File: src/verilog/wb_settings.svh
`ifndef WB_SETTINGS_SVH
`define WB_SETTINGS_SVH

// Bus widths
`define WB_DW 16
`define WB_AW 11
`define WB_SW 2

// Slave decode values in address bits 10 to 7
`define DEC_MISC 4'h0
`define DEC_SET  4'h1
`define DEC_FIFO 4'h2

// Misc register offsets in address bits 6 to 0
`define REG_LEDS     7'd0   // out
`define REG_SWITCHES 7'd2   // in
`define REG_TEST     7'd4   // out

// Loopback FIFO
`define FIFO_AW 4           // 16 entries

// Returned by unmapped addresses and unknown misc offsets
`define BAD_ADDR_DATA 16'hBEEF

`endif
File: src/verilog/core_regs_pkg.sv
`default_nettype none
`include "wb_settings.svh"

package core_regs_pkg;

   // Offset inside one slave window, address bits 6 to 0
   typedef logic [`WB_AW-5:0] reg_off_t;

   // Settings bus register index and word
   typedef logic [7:0]        set_addr_t;
   typedef logic [2*`WB_DW-1:0] set_data_t;

   // Entry count, one bit wider than the pointers so full fits
   typedef logic [`FIFO_AW:0] fifo_level_t;

endpackage

`default_nettype wire

File: src/verilog/wb_bus_pkg.sv
`default_nettype none
`include "wb_settings.svh"

package wb_bus_pkg;

   typedef logic [`WB_DW-1:0] wb_dat_t;
   typedef logic [`WB_AW-1:0] wb_adr_t;
   typedef logic [`WB_SW-1:0] wb_sel_t;   // Carried only, slaves ignore it

   // Target of the current bus cycle
   typedef enum logic [1:0] {SLV_MISC, SLV_SET, SLV_FIFO, SLV_NONE} slave_id_t;

   // Bridge FSM
   typedef enum logic [1:0] {
      ST_IDLE,
      ST_BUS,         // Wishbone cycle in flight
      ST_ACK,         // First cycle of host ack
      ST_WAIT_DROP    // Host still holding req
   } host_state_t;

endpackage

`default_nettype wire

File: src/verilog/host_bridge.sv
`default_nettype none
`include "wb_settings.svh"

module host_bridge
  (input  wire                      wb_clk,
   input  wire                      wb_rst,

   // Host side, four-phase req/ack
   input  wire                      host_req_i,
   input  wire                      host_we_i,
   input  wire wb_bus_pkg::wb_adr_t host_adr_i,
   input  wire wb_bus_pkg::wb_sel_t host_sel_i,
   input  wire wb_bus_pkg::wb_dat_t host_dat_i,
   output logic                     host_ack_o,
   output wb_bus_pkg::wb_dat_t      host_dat_o,

   // Wishbone master
   input  wire                      wb_ack_i,
   input  wire wb_bus_pkg::wb_dat_t wb_dat_i,
   output logic                     wb_cyc_o,
   output logic                     wb_stb_o,
   output logic                     wb_we_o,
   output wb_bus_pkg::wb_adr_t      wb_adr_o,
   output wb_bus_pkg::wb_sel_t      wb_sel_o,
   output wb_bus_pkg::wb_dat_t      wb_dat_o
   );

   import wb_bus_pkg::*;

   host_state_t state;

   ////////////////////
   // Control FSM

   always_ff @(posedge wb_clk)
   begin
      if (wb_rst)
      begin
         state      <= ST_IDLE;
         wb_cyc_o   <= 1'b0;
         wb_stb_o   <= 1'b0;
         host_ack_o <= 1'b0;
      end
      else
      begin
         case (state)
            ST_IDLE :
               if (host_req_i)
               begin
                  state    <= ST_BUS;
                  wb_cyc_o <= 1'b1;
                  wb_stb_o <= 1'b1;
               end
            ST_BUS :
               if (wb_ack_i)   // Single cycle only, end it now
               begin
                  state      <= ST_ACK;
                  wb_cyc_o   <= 1'b0;
                  wb_stb_o   <= 1'b0;
                  host_ack_o <= 1'b1;
               end
            ST_ACK, ST_WAIT_DROP :
               if (!host_req_i)
               begin
                  state      <= ST_IDLE;
                  host_ack_o <= 1'b0;
               end
               else
                  state <= ST_WAIT_DROP;
            default :
               state <= ST_IDLE;
         endcase
      end
   end

   // Request and response payload
   always_ff @(posedge wb_clk)
   begin
      if ((state == ST_IDLE) && host_req_i)
      begin
         wb_we_o  <= host_we_i;
         wb_adr_o <= host_adr_i;
         wb_sel_o <= host_sel_i;
         wb_dat_o <= host_dat_i;
      end
      if ((state == ST_BUS) && wb_ack_i)
         host_dat_o <= wb_dat_i;   // Read data held through host ack
   end

   ////////////////////
   // Checks

   // Slaves only answer a live strobe
   a_ack_in_cycle : assert property (@(posedge wb_clk) disable iff (wb_rst)
      wb_ack_i |-> (wb_cyc_o && wb_stb_o));

   // Ack must answer a live request
   a_ack_needs_req : assert property (@(posedge wb_clk) disable iff (wb_rst)
      $rose(host_ack_o) |-> host_req_i);

endmodule

`default_nettype wire

File: src/verilog/loopback_fifo.sv
`default_nettype none
`include "wb_settings.svh"

module loopback_fifo
  (input  wire                          wb_clk,
   input  wire                          wb_rst,

   // Slave port
   input  wire                          cyc_i,
   input  wire                          stb_i,
   input  wire                          we_i,
   input  wire core_regs_pkg::reg_off_t off_i,
   input  wire wb_bus_pkg::wb_dat_t     dat_i,
   output logic                         ack_o,
   output wb_bus_pkg::wb_dat_t          dat_o,

   output logic                         fifo_overrun_o
   );

   import wb_bus_pkg::*;
   import core_regs_pkg::*;

   localparam reg_off_t    OFF_DATA  = 7'd0;   // push / pop
   localparam reg_off_t    OFF_LEVEL = 7'd2;   // read only
   localparam fifo_level_t DEPTH     = fifo_level_t'(1 << `FIFO_AW);

   wb_dat_t             mem [0:(1 << `FIFO_AW)-1];
   logic [`FIFO_AW-1:0] wr_ptr, rd_ptr;
   fifo_level_t         level;
   logic                access, empty, full, push, pop;

   // Only act on the first stb cycle
   assign access = cyc_i & stb_i & ~ack_o;
   assign empty  = (level == '0);
   assign full   = (level == DEPTH);
   assign push   = access & we_i & (off_i == OFF_DATA) & ~full;
   assign pop    = access & ~we_i & (off_i == OFF_DATA) & ~empty;

   always_ff @(posedge wb_clk)
   begin
      if (wb_rst)
      begin
         ack_o          <= 1'b0;
         wr_ptr         <= '0;
         rd_ptr         <= '0;
         level          <= '0;
         fifo_overrun_o <= 1'b0;
      end
      else
      begin
         ack_o <= access;
         if (push)
         begin
            wr_ptr <= wr_ptr + 1'b1;
            level  <= level + 1'b1;
         end
         if (pop)
         begin
            rd_ptr <= rd_ptr + 1'b1;
            level  <= level - 1'b1;
         end
         if (access && we_i && (off_i == OFF_DATA) && full)
            fifo_overrun_o <= 1'b1;   // Sticky until reset
      end
   end

   always_ff @(posedge wb_clk)
   begin
      if (push)
         mem[wr_ptr] <= dat_i;
      if (access && !we_i)
      begin
         case (off_i)
            OFF_DATA  : dat_o <= empty ? '0 : mem[rd_ptr];
            OFF_LEVEL : dat_o <= wb_dat_t'(level);
            default   : dat_o <= `BAD_ADDR_DATA;
         endcase
      end
   end

   a_level_bound : assert property (@(posedge wb_clk) disable iff (wb_rst)
      level <= DEPTH);

endmodule

`default_nettype wire

File: src/verilog/misc_regs.sv
`default_nettype none
`include "wb_settings.svh"

module misc_regs
  (input  wire                          wb_clk,
   input  wire                          wb_rst,

   // Slave port
   input  wire                          cyc_i,
   input  wire                          stb_i,
   input  wire                          we_i,
   input  wire core_regs_pkg::reg_off_t off_i,
   input  wire wb_bus_pkg::wb_dat_t     dat_i,
   output wire                          ack_o,
   output wb_bus_pkg::wb_dat_t          dat_o,

   // Board
   input  wire [7:0]                    switches_i,
   output wire [2:0]                    leds_o,
   output wire wb_bus_pkg::wb_dat_t     test_o
   );

   import wb_bus_pkg::*;

   logic [2:0] leds_r;
   wb_dat_t    test_r;

   always_ff @(posedge wb_clk)
   begin
      if (wb_rst)
      begin
         leds_r <= 3'd0;
         test_r <= '0;
      end
      else if (cyc_i && stb_i && we_i)
      begin
         case (off_i)
            `REG_LEDS : leds_r <= dat_i[2:0];
            `REG_TEST : test_r <= dat_i;
            default   : ;   // Switches and holes are read only
         endcase
      end
   end

   assign leds_o = leds_r;
   assign test_o = test_r;

   // Readback
   always_comb
   begin
      case (off_i)
         `REG_LEDS     : dat_o = wb_dat_t'(leds_r);
         `REG_SWITCHES : dat_o = wb_dat_t'(switches_i);
         `REG_TEST     : dat_o = test_r;
         default       : dat_o = `BAD_ADDR_DATA;
      endcase
   end

   assign ack_o = cyc_i & stb_i;   // Same cycle

endmodule

`default_nettype wire

File: src/verilog/settings_bus.sv
`default_nettype none
`include "wb_settings.svh"

module settings_bus
  (input  wire                          wb_clk,
   input  wire                          wb_rst,

   // Slave port
   input  wire                          cyc_i,
   input  wire                          stb_i,
   input  wire                          we_i,
   input  wire core_regs_pkg::reg_off_t off_i,
   input  wire wb_bus_pkg::wb_dat_t     dat_i,
   output wire                          ack_o,
   output wire wb_bus_pkg::wb_dat_t     dat_o,

   // Settings out
   output logic                         set_stb_o,
   output core_regs_pkg::set_addr_t     set_addr_o,
   output core_regs_pkg::set_data_t     set_data_o
   );

   import wb_bus_pkg::*;
   import core_regs_pkg::*;

   wb_dat_t low_r;
   logic    wr;

   assign wr = cyc_i & stb_i & we_i;

   // Low half waits here for its partner
   always_ff @(posedge wb_clk)
   begin
      if (wr && !off_i[1])
         low_r <= dat_i;
      if (wr && off_i[1])
      begin
         set_addr_o <= set_addr_t'(off_i[6:2]);
         set_data_o <= {dat_i, low_r};
      end
   end

   // One cycle strobe per high write
   always_ff @(posedge wb_clk)
   begin
      if (wb_rst)
         set_stb_o <= 1'b0;
      else
         set_stb_o <= wr & off_i[1];
   end

   assign ack_o = cyc_i & stb_i;
   assign dat_o = '0;   // Write only

endmodule

`default_nettype wire

File: src/verilog/u1e_core.sv
`default_nettype none
`include "wb_settings.svh"

module u1e_core
  (input  wire                          wb_clk,
   input  wire                          wb_rst,

   // Host port
   input  wire                          host_req_i,
   input  wire                          host_we_i,
   input  wire wb_bus_pkg::wb_adr_t     host_adr_i,
   input  wire wb_bus_pkg::wb_sel_t     host_sel_i,
   input  wire wb_bus_pkg::wb_dat_t     host_dat_i,
   output wire                          host_ack_o,
   output wire wb_bus_pkg::wb_dat_t     host_dat_o,

   // Board and settings
   input  wire [7:0]                    switches_i,
   output wire [2:0]                    leds_o,
   output wire wb_bus_pkg::wb_dat_t     test_o,
   output wire                          set_stb_o,
   output wire core_regs_pkg::set_addr_t set_addr_o,
   output wire core_regs_pkg::set_data_t set_data_o,
   output wire                          fifo_overrun_o
   );

   import wb_bus_pkg::*;
   import core_regs_pkg::*;

   wire      m_cyc, m_stb, m_we, m_ack;
   wire      wb_adr_t m_adr;
   wire      wb_dat_t m_dat_mosi, m_dat_miso;
   wire      s_cyc, s_we;
   wire      reg_off_t s_off;
   wire      wb_dat_t s_dat_mosi;
   wire      s0_stb, s1_stb, s2_stb, s0_ack, s1_ack, s2_ack;
   wire      wb_dat_t s0_dat_miso, s1_dat_miso, s2_dat_miso;

   ////////////////////
   // Host to Wishbone master
   host_bridge bridge
     (.wb_clk(wb_clk), .wb_rst(wb_rst),
      .host_req_i(host_req_i), .host_we_i(host_we_i), .host_adr_i(host_adr_i),
      .host_sel_i(host_sel_i), .host_dat_i(host_dat_i),
      .host_ack_o(host_ack_o), .host_dat_o(host_dat_o),
      .wb_ack_i(m_ack), .wb_dat_i(m_dat_miso),
      .wb_cyc_o(m_cyc), .wb_stb_o(m_stb), .wb_we_o(m_we), .wb_adr_o(m_adr),
      .wb_sel_o(),   // No slave uses byte selects
      .wb_dat_o(m_dat_mosi));

   ////////////////////
   // Intercon, single master
   wb_intercon intercon
     (.m_cyc_i(m_cyc), .m_stb_i(m_stb), .m_we_i(m_we), .m_adr_i(m_adr),
      .m_dat_i(m_dat_mosi), .m_ack_o(m_ack), .m_dat_o(m_dat_miso),
      .s_cyc_o(s_cyc), .s_we_o(s_we), .s_off_o(s_off), .s_dat_o(s_dat_mosi),
      .s0_stb_o(s0_stb), .s1_stb_o(s1_stb), .s2_stb_o(s2_stb),
      .s0_ack_i(s0_ack), .s1_ack_i(s1_ack), .s2_ack_i(s2_ack),
      .s0_dat_i(s0_dat_miso), .s1_dat_i(s1_dat_miso), .s2_dat_i(s2_dat_miso));

   ////////////////////
   // Slave 0, misc registers
   misc_regs misc
     (.wb_clk(wb_clk), .wb_rst(wb_rst),
      .cyc_i(s_cyc), .stb_i(s0_stb), .we_i(s_we), .off_i(s_off), .dat_i(s_dat_mosi),
      .ack_o(s0_ack), .dat_o(s0_dat_miso),
      .switches_i(switches_i), .leds_o(leds_o), .test_o(test_o));

   // Slave 1, settings bus
   settings_bus settings
     (.wb_clk(wb_clk), .wb_rst(wb_rst),
      .cyc_i(s_cyc), .stb_i(s1_stb), .we_i(s_we), .off_i(s_off), .dat_i(s_dat_mosi),
      .ack_o(s1_ack), .dat_o(s1_dat_miso),
      .set_stb_o(set_stb_o), .set_addr_o(set_addr_o), .set_data_o(set_data_o));

   // Slave 2, loopback FIFO
   loopback_fifo fifo
     (.wb_clk(wb_clk), .wb_rst(wb_rst),
      .cyc_i(s_cyc), .stb_i(s2_stb), .we_i(s_we), .off_i(s_off), .dat_i(s_dat_mosi),
      .ack_o(s2_ack), .dat_o(s2_dat_miso),
      .fifo_overrun_o(fifo_overrun_o));

endmodule

`default_nettype wire

File: src/verilog/wb_intercon.sv
`default_nettype none
`include "wb_settings.svh"

module wb_intercon
  (// Master side
   input  wire                         m_cyc_i,
   input  wire                         m_stb_i,
   input  wire                         m_we_i,
   input  wire wb_bus_pkg::wb_adr_t    m_adr_i,
   input  wire wb_bus_pkg::wb_dat_t    m_dat_i,
   output logic                        m_ack_o,
   output wb_bus_pkg::wb_dat_t         m_dat_o,

   // Shared to all slaves
   output wire                         s_cyc_o,
   output wire                         s_we_o,
   output wire core_regs_pkg::reg_off_t s_off_o,
   output wire wb_bus_pkg::wb_dat_t    s_dat_o,

   // Per slave
   output logic                        s0_stb_o,
   output logic                        s1_stb_o,
   output logic                        s2_stb_o,
   input  wire                         s0_ack_i,
   input  wire                         s1_ack_i,
   input  wire                         s2_ack_i,
   input  wire wb_bus_pkg::wb_dat_t    s0_dat_i,
   input  wire wb_bus_pkg::wb_dat_t    s1_dat_i,
   input  wire wb_bus_pkg::wb_dat_t    s2_dat_i
   );

   import wb_bus_pkg::*;

   slave_id_t sid;

   assign s_cyc_o = m_cyc_i;
   assign s_we_o  = m_we_i;
   assign s_off_o = m_adr_i[`WB_AW-5:0];
   assign s_dat_o = m_dat_i;

   always_comb
   begin
      case (m_adr_i[`WB_AW-1:`WB_AW-4])   // Top four bits pick the slave
         `DEC_MISC : sid = SLV_MISC;
         `DEC_SET  : sid = SLV_SET;
         `DEC_FIFO : sid = SLV_FIFO;
         default   : sid = SLV_NONE;
      endcase
   end

   // Strobe fan-out
   always_comb
   begin
      s0_stb_o = m_cyc_i && m_stb_i && (sid == SLV_MISC);
      s1_stb_o = m_cyc_i && m_stb_i && (sid == SLV_SET);
      s2_stb_o = m_cyc_i && m_stb_i && (sid == SLV_FIFO);
   end

   // Return path, unmapped space answers by itself
   always_comb
   begin
      case (sid)
         SLV_MISC : m_ack_o = s0_ack_i;
         SLV_SET  : m_ack_o = s1_ack_i;
         SLV_FIFO : m_ack_o = s2_ack_i;
         default  : m_ack_o = m_cyc_i & m_stb_i;
      endcase
      case (sid)
         SLV_MISC : m_dat_o = s0_dat_i;
         SLV_SET  : m_dat_o = s1_dat_i;
         SLV_FIFO : m_dat_o = s2_dat_i;
         default  : m_dat_o = `BAD_ADDR_DATA;
      endcase
   end

endmodule

`default_nettype wire

File: config.mk
export PLATFORM = sky130hd
export DESIGN_NAME = u1e_core
export DESIGN_NICKNAME = d
export VERILOG_FILES = /design/src/verilog/core_regs_pkg.sv /design/src/verilog/wb_bus_pkg.sv /design/src/verilog/host_bridge.sv /design/src/verilog/loopback_fifo.sv /design/src/verilog/misc_regs.sv /design/src/verilog/settings_bus.sv /design/src/verilog/u1e_core.sv /design/src/verilog/wb_intercon.sv
export VERILOG_INCLUDE_DIRS = /design/src /design/src/verilog
export SDC_FILE = /design/constraint.sdc
export NUM_CORES = 1
export LEC_CHECK = 0
export CORE_UTILIZATION = 55
export DETAILED_ROUTE_END_ITERATION = 7
export DONT_BUFFER_PORTS = 1
export GPL_ROUTABILITY_DRIVEN = 0
export GPL_TIMING_DRIVEN = 0
export PLACE_DENSITY_LB_ADDON = 0.3
export SYNTH_ARGS = -nofsm -noshare
export SYNTH_HDL_FRONTEND = slang
export SYNTH_SLANG_ARGS = --single-unit
File: constraint.sdc
create_clock -name wb_clk -period 12.6 [get_ports wb_clk]
set_clock_uncertainty 0.15 [all_clocks]
set_input_delay 1.26 -clock wb_clk [delete_from_list [all_inputs] [get_ports wb_clk]]
set_output_delay 1.26 -clock wb_clk [all_outputs]
set_load 0.01 [all_outputs]
==> metrics, run 1 <==
largest net degree at the start of global routing 21; TritonCTS clock tree built; #FFs+latches synth 412; Leak between 5 and 6 nW; die extent in x approximately 170 um; vias in the first global route 7902; H-tree levels 2; Worst path slowest cell or4b_4; Synth top area share between 70% and 80%; maxcap violations 0; Die Y between 150 and 200 um; count leader, synth edfxtp_1; synth unique cells 58; CP peak stage delay between 0.5 and 0.6 ns; Post-synth ARST share 0%; Final setup viols 0; cts hold-fix bufs 0; Critical R2R Launch bridge.wb_adr_o[7]; commonest register cell after synthesis edfxtp_1; post-route setup TNS 0 ns; largest area contributor in the netlist edfxtp_1; Synth-to-Final Area Change 14.0%; ANT cells 0; share of layout cells above drive strength 1 20.4%; Root Buffer clkbuf_16; Core ar. between 20000 and 30000 um^2; min cycle time layout 3.79 ns; Worst EP required 12.85 ns; Pins Over Slew Limit 0; worst-path cell chain buf_6, or4b_4, or4b_4, inv_2, nand2_2, inv_2, ha_1, nor2b_1, o21a_1, o2111a_1, nor3_1, nor3b_2; antenna viol nets, final 0; Initial DRC Count 909; Startpoint Class flop; Worst EP arrival between 4 and 5 ns; PortBufs 0; clk buf depth 3; # DRC 0; overall power 2.74 mW; HPWL Detailed 21.6 mm; Worst-Margin Slew 1.09 ns; Overall Global Routing Usage 23.0%; Post-synth EDFFs 369; top cells by area, synth edfxtp_1 71%, mux4_2 9.1%, dfxtp_1 5.5%; Max VDD drop slightly above 0.00009 V; # resized after CTS 0; Nets 957; Pwr Density 154 nW/um^2; yosys warns 0; Die Area about 29000 um^2; hold path startpoint settings.low_r[15]; Worst-path clk slew 0.06 ns; 1st-pass router iterations 5; crit path launch bridge.wb_adr_o[7]; initial antenna violation count 0; CP endpoint kind flop; Hold Path Cell Cnt 0; R2R depth 12; first-pass GRT wire length 48.5 mm; fillcell total 1878; Peak Freq approximately 260 MHz; relative slew slack 26.5%; Avg Synthesized Cell Area 18.6 um^2; Syn Inst Count 838; routed via count 7826; total clock sinks a little over 400; crit-path max FO 19; Rows slightly above 60; WL/cell 24.4 um; Via density just under 6; Netlist Area Pre-Place 15600 um^2; postcts setup bufs 0; sequential fraction of the synthesis area 76.6%; GR Overflow Total 0; RSZ-0062 raised after global routing false; initial core utilization around 56%; Crit Path Category flop to flop; WL final 32.2 mm; Worst-Skew Late Latency 0.54 ns; I/O pin cnt 119; Commonest cells post-synth 369 x edfxtp_1, 65 x nand2_1, 63 x mux4_2; status finished clean; Tcrit/Tclk final between 30% and 40%; Hold Vio Cnt, Final 0; worst hold path type flop to flop; CTS Buf Count 42
==> sequential cells by signal (all words and copies together), names as in the netlist, 2 cells and up, named ones only <==
name	flops
fifo.mem	256
settings.set_data_o	32
bridge.host_dat_o	16
bridge.wb_dat_o	16
fifo.dat_o	16
misc.test_o	16
settings.low_r	16
bridge.wb_adr_o	11
fifo.level	5
settings.set_addr_o	5
fifo.rd_ptr	4
fifo.wr_ptr	4
misc.leds_o	3
bridge.state	2
==> area by class of cell <==
| type | count | area [um^2] | share of cell area, % |
|---|---|---|---|
| Sequential cell | 412 | 11900 | 67.2 |
| Tap cell | 378 | 473 | 2.66 |
| Multi-Input combinational cell | 373 | 3480 | 19.6 |
| Timing Repair Buffer | 23 | 300 | 1.69 |
| Clock inverter | 15 | 119 | 0.669 |
| Clock buffer | 63 | 1220 | 6.87 |
| Buffer | 44 | 195 | 1.10 |
| Inverter | 11 | 41.3 | 0.232 |
==> worst paths after layout <==
path                              to  slack (ns)
min reg2reg  settings.set_data_o[15]        0.27
max reg2reg            fifo.level[4]        8.81
max                    fifo.level[4]        8.81
min          settings.set_data_o[15]        0.27
==> stage by stage <==
| step | instances | instance area, um^2 | utilization [%] | setup WS, ns | hold slack (ns) |
|---|---|---|---|---|---|
| after floorplan | 840 | 15600 | - | 8.24 | 0.250 |
| after global placement | 1218 | 16100 | 57.7 | 6.53 | 0.251 |
| after detailed placement | 1241 | 16400 | 59.0 | 8.85 | 0.255 |
| after CTS | 1319 | 17800 | 63.8 | 8.82 | 0.269 |
| after global routing | 1319 | 17800 | 63.8 | 8.65 | 0.272 |
| final | 1319 | 17800 | 63.8 | 8.81 | 0.267 |
==> metal layers <==
metal / global-route usage (%) / up-vias / share of wire, %
li1: - / 3451 / -
met1: 31.6 / 3972 / 42
met2: 37.6 / 331 / 48
met3: 4.14 / 72 / 7.3
met4: 7.21 / 0 / 2.6
met5: 0 / - / 0
==> critical path, delay by kind of cell (launching register included) <==
family / cells / cell delay [ns]
buffers and inverters: 3 / 0.63
adders and majority gates: 1 / 0.28
DFF: 1 / 0.42
and+or+nand+nor: 6 / 1.70
AOI/OAI and AO/OA: 2 / 0.46
==> kinds of logic after synthesis <==
logic type | Yosys count | share of synthesized area [%]
xor gates and xnor gates | 9 | 0.506
AOI/OAI and AO/OA | 83 | 3.64
DFF | 412 | 76.6
muxes | 102 | 11.6
adders and majority gates | 9 | 0.771
buffers and inverters | 55 | 1.52
and+or+nand+nor | 167 | 5.32
other | 1 | 0.0241
==> power breakdown <==
group | internal [mW] | total [mW] | switching (mW)
clock | 0.693 | 1.19 | 0.501
sequential | 1.50 | 1.52 | 0.0240
combinational | 0.00882 | 0.0266 | 0.0177
==> layout by cell type, fill, tap and decap left out, drive strengths merged, types with 7 or more instances in the layout <==
cell type and count:
ha 8, o22ai 8, a21oi 23, inv 11, nor2 35, nor3 15, nand2b 7, a22oi 9
mux4 63, dfxtp 43, nand2 66, mux2i 38, clkbuf 91, edfxtp 369, buf 39, nor2b 8
o21ai 9, nand3 8, clkinv 14
Note: power is estimated with default switching activity, not from simulation.
==> run 2: changes to the inputs <==
==> constraint.sdc (replaced) <==
create_clock -name wb_clk -period 3.8 [get_ports wb_clk]
set_clock_uncertainty 0.15 [all_clocks]
set_input_delay 0.38 -clock wb_clk [delete_from_list [all_inputs] [get_ports wb_clk]]
set_output_delay 0.38 -clock wb_clk [all_outputs]
set_load 0.01 [all_outputs]
==> metrics, run 2 (synthesis gave the netlist of run 1 again) <==
status finished clean; Max VDD drop 0.000272 V; min cycle time layout 3.65 ns; Worst-path clk slew 0.06 ns; Worst EP required 4.06 ns; # DRC 0; Synth-to-Final Area Change 16.4%; fillcell total roughly 1800; Worst-Margin Slew between 1 and 1.5 ns; PortBufs 0; Sequential Power Share 55.9%; Pint 7.22 mW; HPWL Detailed 22.1 mm; Peak Freq 274 MHz; Overall Global Routing Usage 24.1%; Worst-Skew Late Latency 0.54 ns; total clock sinks 412; Nets 989; Rows roughly 60; ANT cells 0; Via density around 6.0; Largest register FFs 256; Core ar. 27900 um^2; CP endpoint kind flop; routed via count 8136; pre-CTS setup slack between 0.03 and 0.04 ns; maxcap violations 0; Psw ~1.8 mW; crit-path max FO 19; Pwr Density 498 nW/um^2; initial core utilization 56.0%; Final setup viols 0; largest net degree at the start of global routing 22; worst hold path type input port to flop; Logic pwr share under 10%; most frequent cells in the layout 369 x edfxtp_1, 65 x nand2_1, 63 x mux4_2, 43 x dfxtp_1, 41 x clkbuf_16; leading cell type in the layout, fill and taps excluded edfxtp_1; CTS Buf Count a little over 40; Initial DRC Count 821; Worst EP arrival 3.91 ns; WL final 33.8 mm; Cells after DPL 1241; Die Y 170 um; Leak 5.69 nW; I/O pin cnt approximately 120; relative slew slack 17.5%; 1st-pass router iterations 5; Biggest register fifo.mem; WL/cell 25.0 um; area of the multi-input gates 3490 um^2; clock share of power 42.8%; biggest regs fifo.mem (256), settings.set_data_o (32); Hold Vio Cnt, Final 0; share of layout cells above drive strength 1 19.3%; Tcrit/Tclk final between 90% and 100%; die extent in x 170 um; vias in the first global route about 8100; clk buf depth 3; TritonCTS clock tree built; Pins Over Slew Limit 0; Root Buffer clkbuf_16; initial antenna violation count 0; Layout Cells excl Fill 1350; RSZ-0062 raised after global routing false; overall power about 9.0 mW; Die Area just under 30000 um^2; register area 11900 um^2; sw frac 20.1%; antenna viol nets, final 0; H-tree levels 2; GR Overflow Total 0; Crit Path Category flop to flop; Core Util, Final 65.1%; first-pass GRT wire length 50.4 mm; Startpoint Class flop; PnR worst setup slack 0.150 ns
## run 2: critical path: stages (launching register included)
cell and delay, ns:
edfxtp_1 0.41, buf_6 0.16, or4b_4 0.59, or4b_4 0.55, inv_4 0.23, nand2_2 0.13
inv_2 0.14, ha_1 0.28, nor2b_1 0.17, o21a_1 0.21, o2111a_1 0.25, nor3_1 0.18
nor3b_2 0.07
## run 2: timing repair
action	in CTS	in global routing
setup buffers	0	0
hold buffers	33	0
hold endpoints to repair	35	0
endpoints found under the setup margin	0	9
gates resized for setup	0	3
## run 2: worst paths after layout
kind	start	slack, ns	to	cells after the start
max	bridge.wb_adr_o[7]	0.15	fifo.level[4]	12
min	switches_i[0]	0.02	bridge.host_dat_o[0]	2
max reg2reg	bridge.wb_adr_o[7]	0.15	fifo.level[4]	12
min reg2reg	settings.low_r[10]	0.27	settings.set_data_o[10]	0
## run 2: power groups by stage
stage | Combinational, mW | Sequential (mW) | Clock, mW
2_1_floorplan | 0.0589 | 5.11 | 0
3_3_place_gp | 0.0806 | 5.14 | 0
3_5_place_dp | 0.0891 | 5.15 | 0
4_1_cts | 0.118 | 5.05 | 3.91
5_1_grt | 0.128 | 5.06 | 4.08
6_report | 0.118 | 5.05 | 3.87
## run 2: routing by layer
layer  GRT usage (%)  up-vias  wire (um)
li1                -     3526          -
met1            32.3     4122      13500
met2            38.9      414      16400
met3            5.47       74       2870
met4            8.30        0        967
met5               0        -          0
## run 2: final cells by class
cell class,instances,area share [%]
timing repair buffer,56,3.93
clock inverter,28,1.27
clock buffer,48,5.80
sequential,412,65.8
inverter,11,0.241
multi-input combinational,373,19.3
tap,378,2.61
buffer,44,1.08
## run 2: per-stage QoR
stage                     TNS, ns  cell area, um^2  hold WS, ns
final                           0            18100       0.0228
after detailed placement        0            16500        0.255
after global placement    -198.88            16100        0.250
after floorplan                 0            15600        0.250
after global routing            0            18100       0.0171
after CTS                       0            18100      0.00519
==> run 3: changes to the inputs <==
--- a/config.mk
+++ b/config.mk
@@ -11,7 +11,7 @@
 export DONT_BUFFER_PORTS = 1
 export GPL_ROUTABILITY_DRIVEN = 0
 export GPL_TIMING_DRIVEN = 0
-export PLACE_DENSITY_LB_ADDON = 0.3
+export PLACE_DENSITY = 0.7
 export SYNTH_ARGS = -nofsm -noshare
 export SYNTH_HDL_FRONTEND = slang
 export SYNTH_SLANG_ARGS = --single-unit
==> metrics, run 3 (synthesis gave the netlist of run 1 again) <==
Die Area 29000 um^2; Peak Freq approximately 280 MHz; Core ar. 27900 um^2; Synth-to-Final Area Change 16.2%; leading cell type in the layout, fill and taps excluded edfxtp_1; Sequential Power Share 56.3%; share of layout cells above drive strength 1 19.0%; relative slew slack 19.3%; antenna viol nets, final 0; Cells after DPL ~1200; Crit Path Category flop to flop; GR Overflow Total 0; worst hold path type input port to flop; clk buf depth 3; Fin Hold WS 0.0967 ns; crit-path max FO 10; total clock sinks just over 400; initial core utilization 56.0%; WL final 31.9 mm; Worst-Skew Late Latency 0.53 ns; Logic pwr share around 1.3%; min cycle time layout 3.61 ns; TritonCTS clock tree built; Layout Cells excl Fill ~1400; first-pass GRT wire length 48.2 mm; Largest register FFs approximately 260; Via density 5.80; Rows 61; RSZ-0062 raised after global routing false; I/O pin cnt 119; fillcell total 1863; Pins Over Slew Limit 0; CTS Buf Count between 40 and 50; largest net degree at the start of global routing 23; Pwr Density 495 nW/um^2; Worst-Margin Slew 1.19 ns; pre-CTS setup slack 0.113 ns; HPWL Detailed 21.7 mm; WL/cell 23.6 um; die extent in x 170 um; # DRC 0; Root Buffer clkbuf_16; Nets between 900 and 1000; biggest regs fifo.mem (256), settings.set_data_o (32); PnR worst setup slack roughly 0.19 ns; Leak 5.68 nW; Worst EP required 3.88 ns; H-tree levels 2; Pint 7.18 mW; postcts setup bufs 0; maxcap violations 0; initial antenna violation count 0; Startpoint Class flop; Tcrit/Tclk final 95.0%; clock share of power 42.3%; Psw between 1.5 and 2 mW; PortBufs 0; Overall Global Routing Usage 22.8%; Worst EP arrival approximately 3.7 ns; routed via count 7841; ANT cells 0; post-route setup TNS 0 ns; Hold Vio Cnt, Final 0; most frequent cells in the layout 369 x edfxtp_1, 65 x nand2_1, 63 x mux4_2, 43 x dfxtp_1, 43 x clkbuf_16; Biggest register fifo.mem; vias in the first global route between 7000 and 8000; Worst-path clk slew around 0.060 ns; status finished clean; Initial DRC Count 779; 1st-pass router iterations 5; sw frac 19.9%; Final setup viols 0; Max VDD drop ~0.00033 V; CP endpoint kind flop; Die Y around 170 um
-- run 3: power groups by stage --
| stage | Combinational, mW | Sequential [mW] | Clock (mW) |
|---|---|---|---|
| after floorplan | 0.0589 | 5.11 | 0 |
| after global placement | 0.0809 | 5.15 | 0 |
| after detailed placement | 0.0899 | 5.15 | 0 |
| after CTS | 0.120 | 5.05 | 3.85 |
| after global routing | 0.130 | 5.06 | 4.04 |
| final | 0.119 | 5.05 | 3.80 |
-- run 3: cell type report --
class / instances / area, um^2 / area share, %
Sequential cell: 412 / 11900 / 65.9
Multi-Input combinational cell: 373 / 3490 / 19.3
Clock buffer: 54 / 1120 / 6.17
Timing Repair Buffer: 58 / 708 / 3.91
Tap cell: 378 / 473 / 2.61
Buffer: 44 / 195 / 1.08
Clock inverter: 21 / 150 / 0.829
Inverter: 11 / 43.8 / 0.242
-- run 3: layer usage --
| layer | up-vias | global-route usage [%] | part of all wire (%) |
|---|---|---|---|
| li1 | 3520 | - | - |
| met1 | 3945 | 31.9 | 43 |
| met2 | 326 | 37.2 | 49 |
| met3 | 50 | 4.28 | 6.9 |
| met4 | 0 | 5.76 | 1.8 |
| met5 | - | 0 | 0 |
-- run 3: worst max-delay path, stage by stage (launching register included) --
cell      delay [ns]
edfxtp_1        0.41
buf_6           0.16
or4b_4          0.58
nor4_4          0.48
and2_1          0.19
buf_2           0.16
nand2_1         0.17
nor3_2          0.73
buf_6           0.27
-- run 3: worst paths after layout --
kind,startpoint,to,slack [ns],cells past startpoint
max reg2reg,bridge.wb_adr_o[7],fifo.mem[1][11],0.19,8
min,wb_rst,misc.test_o[7],0.1,2
min reg2reg,settings.low_r[8],settings.set_data_o[8],0.26,0
max,bridge.wb_adr_o[7],fifo.mem[1][11],0.19,8
-- run 3: repair_timing --
| item | in CTS | in global routing |
|---|---|---|
| gates resized for setup | 0 | 2 |
| hold buffers | 35 | 0 |
| endpoints found under the hold margin | 37 | 0 |
| endpoints found under the setup margin | 0 | 1 |
-- run 3: metrics by stage --
stage / utilization, % / power (mW) / area (um^2)
6_report: 65.0 / 8.97 / 18100
5_1_grt: 65.0 / 9.23 / 18100
4_1_cts: 65.0 / 9.03 / 18100
2_1_floorplan: - / 5.17 / 15600
3_5_place_dp: 59.2 / 5.24 / 16500
3_3_place_gp: 57.7 / 5.23 / 16100
